--- config.mk ---
export PLATFORM = sky130hd
export DESIGN_NAME = errt_top
export DESIGN_NICKNAME = d
export VERILOG_FILES = /design/src/errt_pkg.sv /design/src/errt_rd_if.sv /design/src/capture_ram.sv /design/src/error_tracker.sv /design/src/errt_top.sv /design/src/frame_packer.sv /design/src/readout_ctrl.sv
export VERILOG_INCLUDE_DIRS = /design/src /design/src/include
export SDC_FILE = /design/constraint.sdc
export NUM_CORES = 2
export LEC_CHECK = 0
export ABC_CLOCK_PERIOD_IN_PS = 5800
export BUFFER_PORTS_ARGS = -buffer_cell sky130_fd_sc_hd__buf_2
export CAP_MARGIN = 20
export CORE_MARGIN = 8
export CORE_UTILIZATION = 50
export DETAILED_ROUTE_END_ITERATION = 8
export PLACE_DENSITY = 0.75
export SETUP_SLACK_MARGIN = 0.2
export SLEW_MARGIN = 30
export SYNTH_ARGS = -nofsm -noshare
export SYNTH_HDL_FRONTEND = slang
export SYNTH_SLANG_ARGS = --single-unit
export TNS_END_PERCENT = 5
--- constraint.sdc ---
create_clock -name clk -period 5.8 [get_ports clk]
set_input_delay 1.16 -clock clk [delete_from_list [all_inputs] [get_ports clk]]
set_output_delay 1.16 -clock clk [all_outputs]
set_load 0.02 [all_outputs]
--- src/include/errt_params.svh ---
`ifndef ERRT_PARAMS_SVH
`define ERRT_PARAMS_SVH

// number of receiver channels, each with its own tracker and capture RAM
`define ERRT_NUM_CH 4

// capture RAM depth in frames is 2**ERRT_ADDR_W
`define ERRT_ADDR_W 4

// width of one signed error sample
`define ERRT_ERR_W 8

`endif

--- src/errt_pkg.sv ---
`include "errt_params.svh"

package errt_pkg;

	localparam int CH_W = $clog2(`ERRT_NUM_CH); // channel index width

	// one channel sample per cycle, 10 bits with the error in the top bits
	typedef struct packed {
		logic signed [`ERRT_ERR_W-1:0] err;
		logic                          prbs_ok;
		logic                          data_bit;
	} sample_t;

	typedef sample_t [3:0] frame_t; // element 0 is the oldest sample

	typedef struct packed {
		logic                    rearm;    // re-arm all trackers instead of reading
		logic [CH_W-1:0]         ch;
		logic [`ERRT_ADDR_W-1:0] frame_addr;
		logic                    word_sel; // word 1 carries frame bits 39..32
	} host_cmd_t;

	typedef enum logic [1:0] {READY, STORE, DONE} trk_state_t;

	typedef enum logic [1:0] {IDLE, ISSUE, WAIT, ACK} ctrl_state_t;

endpackage : errt_pkg

--- src/errt_rd_if.sv ---
`include "errt_params.svh"

interface errt_rd_if;
	import errt_pkg::*;

	logic [`ERRT_ADDR_W-1:0] addr;  // frame address, held stable by the controller
	logic                    read;  // one-cycle pulse, data follows a cycle later
	logic                    rearm; // one-cycle pulse, only honoured in DONE
	frame_t                  data;
	logic                    done;

	modport tracker (
		input  addr,
		input  read,
		input  rearm,
		output data,
		output done
	);

	modport ctrl (
		output addr,
		output read,
		output rearm,
		input  data,
		input  done
	);

endinterface : errt_rd_if

--- src/capture_ram.sv ---
`include "errt_params.svh"

module capture_ram (
	input  logic                    clk,
	input  logic                    we,
	input  logic [`ERRT_ADDR_W-1:0] addr,
	input  errt_pkg::frame_t        wdata,
	output errt_pkg::frame_t        rdata
);
	import errt_pkg::*;

	frame_t mem [2**`ERRT_ADDR_W];

	// single port, the read port returns the old contents on a write cycle
	always_ff @(posedge clk) begin
		if (we) begin
			mem[addr] <= wdata;
		end
		rdata <= mem[addr];
	end

endmodule : capture_ram

--- src/error_tracker.sv ---
`include "errt_params.svh"

module error_tracker (
	input logic             clk,
	input logic             rstb,
	input logic             trigger,
	input errt_pkg::frame_t frame,
	input logic             frame_valid,
	errt_rd_if.tracker      rd
);
	import errt_pkg::*;

	localparam logic [`ERRT_ADDR_W-1:0] LAST_ADDR = '1;

	trk_state_t              state;
	logic [`ERRT_ADDR_W-1:0] write_addr;
	logic [`ERRT_ADDR_W-1:0] ram_addr;
	logic                    ram_we;
	logic                    rd_vld; // RAM output holds the word asked for last cycle
	frame_t                  ram_q;

	// frames only go into the RAM while storing, anything else is dropped
	assign ram_we = (state == STORE) && frame_valid;

	// the host owns the address once the capture is complete
	assign ram_addr = (state == DONE) ? rd.addr : write_addr;

	always_ff @(posedge clk or negedge rstb) begin
		if (!rstb) begin
			state      <= READY;
			write_addr <= '0;
		end else begin
			unique case (state)
				READY: begin
					if (trigger) state <= STORE;
				end
				STORE: begin
					if (frame_valid) begin
						write_addr <= write_addr + 1'b1;
						if (write_addr == LAST_ADDR) state <= DONE; // RAM is full
					end
				end
				DONE: begin
					if (rd.rearm) begin
						state      <= READY;
						write_addr <= '0;
					end
				end
				default: state <= READY;
			endcase
		end
	end

	always_ff @(posedge clk or negedge rstb) begin
		if (!rstb) begin
			rd_vld <= 1'b0;
		end else begin
			rd_vld <= rd.read && (state == DONE); // a read during capture is not served
		end
	end

	capture_ram u_ram (
		.clk   (clk),
		.we    (ram_we),
		.addr  (ram_addr),
		.wdata (frame),
		.rdata (ram_q)
	);

	assign rd.done = (state == DONE);
	assign rd.data = (rd_vld && state == DONE) ? ram_q : '0;

endmodule : error_tracker

--- src/errt_top.sv ---
`include "errt_params.svh"

module errt_top (
	input  logic                          clk,
	input  logic                          rstb,
	input  logic                          trigger,
	input  logic signed [`ERRT_ERR_W-1:0] err [`ERRT_NUM_CH],
	input  logic [`ERRT_NUM_CH-1:0]       prbs_ok,
	input  logic [`ERRT_NUM_CH-1:0]       data_bit,
	input  logic                          req,
	input  logic                          rearm,
	input  logic [errt_pkg::CH_W-1:0]     ch,
	input  logic [`ERRT_ADDR_W-1:0]       frame_addr,
	input  logic                          word_sel,
	output logic                          ack,
	output logic [31:0]                   rd_data,
	output logic [`ERRT_NUM_CH-1:0]       cap_done
);
	import errt_pkg::*;

	sample_t   samples [`ERRT_NUM_CH];
	frame_t    frames [`ERRT_NUM_CH];
	logic      frame_valid;
	host_cmd_t cmd;

	errt_rd_if rd_if [`ERRT_NUM_CH] ();

	// gather the per-channel inputs into one sample each
	for (genvar g = 0; g < `ERRT_NUM_CH; g++) begin : g_smp
		assign samples[g] = '{err: err[g], prbs_ok: prbs_ok[g], data_bit: data_bit[g]};
	end

	assign cmd = '{rearm: rearm, ch: ch, frame_addr: frame_addr, word_sel: word_sel};

	frame_packer u_packer (
		.clk         (clk),
		.rstb        (rstb),
		.samples     (samples),
		.frames      (frames),
		.frame_valid (frame_valid)
	);

	for (genvar g = 0; g < `ERRT_NUM_CH; g++) begin : g_trk
		error_tracker u_trk (
			.clk         (clk),
			.rstb        (rstb),
			.trigger     (trigger), // one trigger starts every channel on the same frame
			.frame       (frames[g]),
			.frame_valid (frame_valid),
			.rd          (rd_if[g])
		);
	end

	readout_ctrl u_ctrl (
		.clk     (clk),
		.rstb    (rstb),
		.req     (req),
		.cmd     (cmd),
		.ack     (ack),
		.rd_data (rd_data),
		.status  (cap_done),
		.trk     (rd_if)
	);

endmodule : errt_top

--- src/frame_packer.sv ---
`include "errt_params.svh"

module frame_packer (
	input  logic              clk,
	input  logic              rstb,
	input  errt_pkg::sample_t samples [`ERRT_NUM_CH],
	output errt_pkg::frame_t  frames [`ERRT_NUM_CH],
	output logic              frame_valid
);
	import errt_pkg::*;

	frame_t     shift_q [`ERRT_NUM_CH];
	logic [1:0] phase;

	// each cycle the new sample enters at the top and the oldest falls out at the bottom,
	// so after four shifts element 0 holds the first sample of the frame
	always_ff @(posedge clk) begin
		for (int c = 0; c < `ERRT_NUM_CH; c++) begin
			shift_q[c] <= {samples[c], shift_q[c][3:1]};
		end
	end

	// phase 0 is the first cycle after reset release
	always_ff @(posedge clk or negedge rstb) begin
		if (!rstb) begin
			phase       <= 2'd0;
			frame_valid <= 1'b0;
		end else begin
			phase       <= phase + 2'd1;
			frame_valid <= (phase == 2'd3); // the fourth sample lands on this edge
		end
	end

	// the frame stays complete for exactly the cycle in which frame_valid is high
	assign frames = shift_q;

endmodule : frame_packer

--- src/readout_ctrl.sv ---
`include "errt_params.svh"

module readout_ctrl (
	input  logic                    clk,
	input  logic                    rstb,
	input  logic                    req,
	input  errt_pkg::host_cmd_t     cmd,
	output logic                    ack,
	output logic [31:0]             rd_data,
	output logic [`ERRT_NUM_CH-1:0] status,
	errt_rd_if.ctrl                 trk [`ERRT_NUM_CH]
);
	import errt_pkg::*;

	ctrl_state_t                 state;
	host_cmd_t                   cmd_q;
	frame_t                      ch_data [`ERRT_NUM_CH];
	logic [$bits(frame_t)-1:0]   sel_bits; // flat view of the selected frame
	logic [31:0]                 word;

	for (genvar g = 0; g < `ERRT_NUM_CH; g++) begin : g_ch
		assign trk[g].addr  = cmd_q.frame_addr;
		assign trk[g].read  = (state == ISSUE) && !cmd_q.rearm && (cmd_q.ch == CH_W'(g));
		assign trk[g].rearm = (state == ISSUE) && cmd_q.rearm; // re-arm goes to every channel
		assign ch_data[g]   = trk[g].data;
		assign status[g]    = trk[g].done;
	end

	assign sel_bits = ch_data[cmd_q.ch];

	// word 1 is the top sample's error, zero-extended
	assign word = cmd_q.word_sel ? 32'(sel_bits[$bits(frame_t)-1:32]) : sel_bits[31:0];

	always_ff @(posedge clk or negedge rstb) begin
		if (!rstb) begin
			state <= IDLE;
			ack   <= 1'b0;
		end else begin
			unique case (state)
				IDLE: begin
					if (req) state <= ISSUE;
				end
				ISSUE: state <= WAIT; // read or rearm pulses during this cycle
				WAIT: begin
					state <= ACK;
					ack   <= 1'b1;
				end
				ACK: begin
					if (!req) begin // hold ack until the host lets go of req
						state <= IDLE;
						ack   <= 1'b0;
					end
				end
				default: state <= IDLE;
			endcase
		end
	end

	always_ff @(posedge clk) begin
		if (state == IDLE && req) cmd_q <= cmd;
		if (state == WAIT) rd_data <= word; // tracker data is valid in this cycle
	end

endmodule : readout_ctrl

* Yosys cells after proc, flatten, opt, wreduce, memory -nomap -nowiden
Memory sizes are Yosys's and may differ from the RTL's. A register that Yosys moved wholly into a read port is not among the register bits.
Index checks and enable logic that the tools add are counted.
** Storage, ports and cells
- Bits in registers :: 234
- Bits in writable memories :: 2560
- Bits of input ports :: 52
- Output and inout port bits :: 37
- Word-level logic and storage cells :: 207
- Memories kept :: 4
** Cells by class
- Add/sub/neg operators :: 5
- $lt $le $gt $ge :: 1
- Eq/ne operators :: 37
- Mux-type cells :: 48
- Bitwise logic cells :: 1
- Reduce and logical (&&, ||, !) cells :: 41
** Memory list
- g_trk[0].u_trk.u_ram.mem :: words 16, bits a word 40, rd ports 1, clocked after memory_dff 1, write ports 1, RTL line capture_ram.sv:12 : frame_t mem [2**`ERRT_ADDR_W];
- g_trk[1].u_trk.u_ram.mem :: words 16, bits a word 40, rd ports 1, clocked after memory_dff 1, write ports 1, RTL line capture_ram.sv:12
- g_trk[2].u_trk.u_ram.mem :: words 16, bits a word 40, rd ports 1, clocked after memory_dff 1, write ports 1, RTL line capture_ram.sv:12
- g_trk[3].u_trk.u_ram.mem :: words 16, bits a word 40, rd ports 1, clocked after memory_dff 1, write ports 1, RTL line capture_ram.sv:12
** Operator list (number)
- 2-to-1 mux 40 bit :: 6
- binary-select mux 40 bit (select 2 bit) :: 1
- 2-to-1 mux 4 bit :: 9
- inequality test 2 bit, second input constant :: 17
- one-hot mux 4 bit (2 select lines) :: 4
- 2-to-1 mux 2 bit :: 12
- one-hot mux 2 bit (3 select lines) :: 4
- logical AND 1 bit :: 19
- == test 2 bit, second input constant :: 9
- adder 4 x 1 -> 4 bit, second input constant :: 4
- == test 4 bit, second input constant :: 4
- AND reduction 4 bit :: 4
- == test 2 x 1 -> 1 bit, second input constant :: 6
- logical NOT 2 bit :: 6
- AND reduction 3 bit :: 4
- nonzero test 2 bit :: 5
- 2-to-1 mux 1 bit :: 9
- 2-to-1 mux 8 bit :: 1
- one-hot mux 2 bit (4 select lines) :: 1
- AND reduction 2 bit :: 2
- >= comparator 3 bit, second input constant :: 1
- inverter 2 -> 3 bit :: 1
- adder 2 x 1 -> 2 bit, second input constant :: 1
- inequality test 2 x 1 -> 1 bit, second input constant :: 1
- 2 further kinds :: 2

* Depth between registers and ports, before layout
- Word-level depth :: 7
- Depth in mapped cells :: 9
- Depth with buffers taken out :: 6

* Modules after synthesis
From an unflattened synthesis, not the netlist that was laid out.
** Second synthesis, totals
- Cell total of the unflattened synthesis :: 4837
- Area total of the unflattened synthesis :: 108103.7 sq um
** Modules (own cells, without submodules)
- capture_ram at g_trk[1].u_trk.u_ram ... :: times used 3, cells an instance 1042, area each 24805.0 sq um, seq. area each 20019.2 sq um
- capture_ram at g_trk[0].u_trk.u_ram :: times used 1, cells an instance 1042, area each 24807.5 sq um, seq. area each 20019.2 sq um
- frame_packer :: times used 1, cells an instance 165, area each 3294.4 sq um, seq. area each 3278.1 sq um
- readout_ctrl :: times used 1, cells an instance 179, area each 2835.2 sq um, seq. area each 1276.2 sq um
- error_tracker at g_trk[1].u_trk ... :: times used 3, cells an instance 81, area each 689.4 sq um, seq. area each 175.2 sq um
- error_tracker at g_trk[0].u_trk :: times used 1, cells an instance 82, area each 683.2 sq um, seq. area each 175.2 sq um

* Worst setup path after synthesis
Ideal clock, no wire load.
- Kind :: reg2reg
- Start point :: reg g_trk[0].u_trk.state[0]
- End point :: mem g_trk[0].u_trk.u_ram.mem[6][0] (netlist name) (enable)
- Library setup time :: 0.537 ns
- Data arrival time :: 5.279 ns
- Required time :: 5.263 ns
- Setup slack :: -0.015 ns
- Cell stages (with the launch flop) :: 9
- Buffers on the path :: 3
- Period minus slack after synthesis :: 5.815 ns
- Cells stage by stage :: dfrtp_1 nand2b_1 buf_4 buf_4 clkinv_2 nor3b_1 a21oi_2 clkbuf_1 nor4_1
** On the way
- Elaborated cells between the ends (all ways) :: 6
- Those cells by class :: eq/ne (2); mux (3); reduce/logical (1)
** RTL lines
- from (decl) :: RTL line error_tracker.sv:15 : trk_state_t state;
- from (signal assigned) :: RTL line error_tracker.sv:30 : state <= READY;
- from (signal assigned) :: RTL line error_tracker.sv:35 : if (trigger) state <= STORE;
- from (signal assigned) :: RTL line error_tracker.sv:40 : if (write_addr == LAST_ADDR) state <= DONE;
- == test 2 bit
- via g_trk[0].u_trk.rd.done :: RTL line errt_rd_if.sv:17 : output done
- 2-to-1 mux 4 bit :: RTL line error_tracker.sv:26 : assign ram_addr = (state == DONE) ? rd.addr : write_addr;
- to (decl) :: RTL line capture_ram.sv:12
The timed path passes the listed nets, and every way through them passes these cells.

* Worst setup path after layout
- Start point :: reg g_trk[2].u_trk.state[1]
- End point :: mem g_trk[2].u_trk.u_ram.mem[12][24] (netlist name) (enable)
** On the way
- Word-level cells in the longest chain between the ends :: 4
- Elaborated cells between the ends (all ways) :: 6
- Those cells by class :: eq/ne (2); mux (3); reduce/logical (1)
** Ends and longest elaborated chain
- from (decl) :: RTL line error_tracker.sv:15
- from (signal assigned) :: RTL line error_tracker.sv:30
- from (signal assigned) :: RTL line error_tracker.sv:35
- from (signal assigned) :: RTL line error_tracker.sv:40
- == test 2 x 1 -> 1 bit :: RTL line error_tracker.sv:23 : assign ram_we = (state == STORE) && frame_valid;
- logical AND 1 bit :: RTL line error_tracker.sv:23
- 2-to-1 mux 1 bit :: RTL line capture_ram.sv:16 : if (we) begin
- 2-to-1 mux 1 bit (not written as such) :: RTL line capture_ram.sv:17 : mem[addr] <= wdata;
- to (decl) :: RTL line capture_ram.sv:12
Parallel ways exist; a longest one is shown, timed or not.

==> impl_metrics.json <==
{
  "synth-edff-count": 2600,
  "syn_inst": 5813,
  "drt-wirelength-per-cell_um": 29.2,
  "ys_async_sr_fraction_pct": 1.15,
  "clkLatencyLatePin_ns": 0.96,
  "fin_crit_sh_pct": 73.7,
  "dr.pass1.iters": 6,
  "io_buffers": 88,
  "avgSynthCellArea_um2": 17.8,
  "drv_slew": 0,
  "setup.worst_path.class": "register to register",
  "place_congestion": 1.13,
  "worst_hold_slack_ns": 0.225,
  "rows": 167,
  "hold_buffers": 0,
  "fin_nets": 6001,
  "start_util_pct": 50.1,
  "vdd_drop_max_mv": 0.612,
  "gr-total-overflow": 0,
  "cts.sinks": 2954,
  "cts_tree": "yes",
  "p_total_mw": 55.7,
  "cts_buffer_depth": 4,
  "h-tree-depth": 5,
  "area_delta_synth_final_pct": 12.9,
  "holdCritPathClass": "primary input to async pin",
  "layout_setup_ws_ns": 1.53,
  "grt_pass1_vias": 56600,
  "worst_pin_slew_ns": 1.26,
  "layout_min_cycle_time_ns": 4.27,
  "seq_area_frac_synth_pct": 82.5,
  "ctsResizeCount": 0,
  "core_area_mm2": 0.206,
  "final_antenna_net_count": 0,
  "status": "finished clean",
  "drtIter0Drc": 8035,
  "final_cell_area_mm2": 0.117,
  "grt_pass1_wl_mm": 374,
  "final_common_cell": "edfxtp_1",
  "track_usage_pct": 22.3,
  "powerDensity_mw_per_mm2": 477,
  "cp-end-kind": "register",
  "finalClockSkew_ns": 0.0525,
  "power_leakage_nw": 36.6,
  "fillers": 14600,
  "syn_area_mm2": 0.103,
  "synth_flop_cell": "edfxtp_1",
  "worstSetupStartpointType": "register",
  "clockRootBuffer": "clkbuf_16",
  "clkTransAtPathRegs_ns": 0.06,
  "crit_path_max_fanout": 107,
  "ys_types": 48,
  "pre_cts_ws_ns": 1.58,
  "place_hpwl_mm": 132,
  "die_x_um": 471,
  "cp_data_required_time_ns": 6.43,
  "worstPathArrival_ns": 4.90,
  "dr_total_vias": 58000,
  "fmax_mhz": 234,
  "grt_max_degree": 161,
  "syn-num-nets": 5875,
  "final_cell_mix": "edfxtp_1 (2600), a22oi_1 (1343), a21oi_1 (675)",
  "hold_viol": 0,
  "die_area_mm2": 0.222,
  "dieHeight_um": 471,
  "post_cts_buffers": 0,
  "ys_seq_elements": 2954,
  "drv_cap": 0,
  "antenna_found_initial": 10,
  "setup_viol": 0,
  "drt_wl_total_mm": 258,
  "rsz0062_at_grt": "no",
  "yosysWarnings": 0,
  "drive_above_1_share_pct": 11.9,
  "viasPerCell": 6.54,
  "utilization_pct": 56.6,
  "drc_errors": 0,
  "cts_made_buffers": 280,
  "place_area_mm2": 0.108,
  "ios": 89,
  "slew_headroom_pct": 16.3
}
-- per-stage QoR --
step	cells	setup TNS (ns)
3_5_place_dp	8353	0
2_1_floorplan	5813	-4.44
3_3_place_gp	8349	0
5_1_grt	8852	0
6_report	8856	0
4_1_cts	8843	0
-- sequential cells by signal (all words and copies together) (netlist names) --
signal	flops
u_ctrl.state	2
u_packer.frames	160
u_ctrl.cmd_q	4
u_ctrl.trk.addr	4
u_packer.frame_valid	1
g_trk.u_trk.rd_vld	4
g_trk.u_trk.u_ram.rdata	160
g_trk.u_trk.write_addr	16
u_ctrl.rd_data	32
u_ctrl.ack	1
g_trk.u_trk.state	8
u_packer.phase	2
g_trk.u_trk.u_ram.mem	2560
-- metal layers --
layer / global-route usage, % / up-vias / share of wire (%)
li1: - / 24200 / -
met4: 11.8 / 4 / 5.7
met3: 4.97 / 677 / 11
met1: 29.1 / 29200 / 36
met5: 0 / - / 0.014
met2: 35.4 / 3844 / 47
-- critical path, cell delays in order, from the launching register on --
cell	delay, ns
dfrtp_1	0.69
nand2b_1	0.60
mux2_8	0.93
nand2_1	0.46
nor2_4	0.89
buf_4	0.32
-- Yosys cell counts, types with 2 or more instances --
cell type	count	area [um2]
edfxtp_1	2600	78100
a22oi_1	1344	10100
a21oi_1	676	3380
dfxtp_1	320	6410
clkbuf_1	312	1170
or4_1	160	1200
nor2_1	47	176
buf_2	34	170
dfrtp_1	34	851
nor4_1	29	181
nor3_1	28	140
nand2_1	26	97.6
buf_1	22	82.6
a22o_1	18	158
a31oi_1	15	93.8
nand2b_1	15	93.8
o21ai_0	15	75.1
mux2i_1	14	140
buf_6	12	135
buf_4	10	75.1
ha_1	10	125
nor3b_1	8	60.1
a21oi_2	7	61.3
o22ai_1	7	43.8
inv_1	5	18.8
a211oi_1	4	30.0
a41oi_1	4	35.0
nand3_1	4	20.0
o21ai_1	4	20.0
or2_2	4	25.0
a221oi_1	2	17.5
and2_1	2	12.5
clkinv_2	2	10.0
inv_2	2	7.51
mux2_4	2	30.0
nor2b_1	2	12.5
xor2_1	2	17.5
-- layout make-up --
type                    instances  area (um2)  share of cell area, %
repair buffers                234        1900                   1.62
clock inverters               114        1210                   1.03
multi-input cells            2460       17200                   14.8
flip-flops and latches       2954       85300                   73.1
inverters                       9        36.3                 0.0311
clock buffers                 376        7690                   6.59
diodes                          5        12.5                 0.0107
well taps                    2704        3380                   2.90
-- power by group --
part / internal (mW) / switching (mW) / leakage [nW]
Combinational: 3.35 / 6.95 / 5.80
Sequential: 25.8 / 1.76 / 26.5
Clock: 10.4 / 7.50 / 4.33
-- cells by family after synthesis --
| group | count (synthesis) | synth area share [%] |
|---|---|---|
| fa+ha+maj | 10 | 0.121 |
| mux | 18 | 0.186 |
| xor+xnor | 2 | 0.0169 |
| simple gates | 331 | 2.00 |
| buf+inv | 399 | 1.61 |
| flops | 2954 | 82.5 |
| compound gates | 2099 | 13.6 |
-- path summary, 6_finish.rpt --
| check | from | endpoint | slack, ns | cells past startpoint |
|---|---|---|---|---|
| max in group asynchronous | rstb | u_ctrl.state[1] | 5.19 | 1 |
| min in group clk | err[4] | u_packer.frames[36] | 0.32 | 1 |
| min reg2reg | u_packer.phase[0] | u_packer.phase[0] | 0.43 | 1 |
| max reg2reg | g_trk[2].u_trk.state[1] | g_trk[2].u_trk.u_ram.mem[12][24] | 1.53 | 5 |
| max | g_trk[2].u_trk.state[1] | g_trk[2].u_trk.u_ram.mem[12][24] | 1.53 | 5 |
| min | rstb | g_trk[0].u_trk.state[0] | 0.23 | 1 |
No activity file was read; power rests on OpenSTA's default activity.
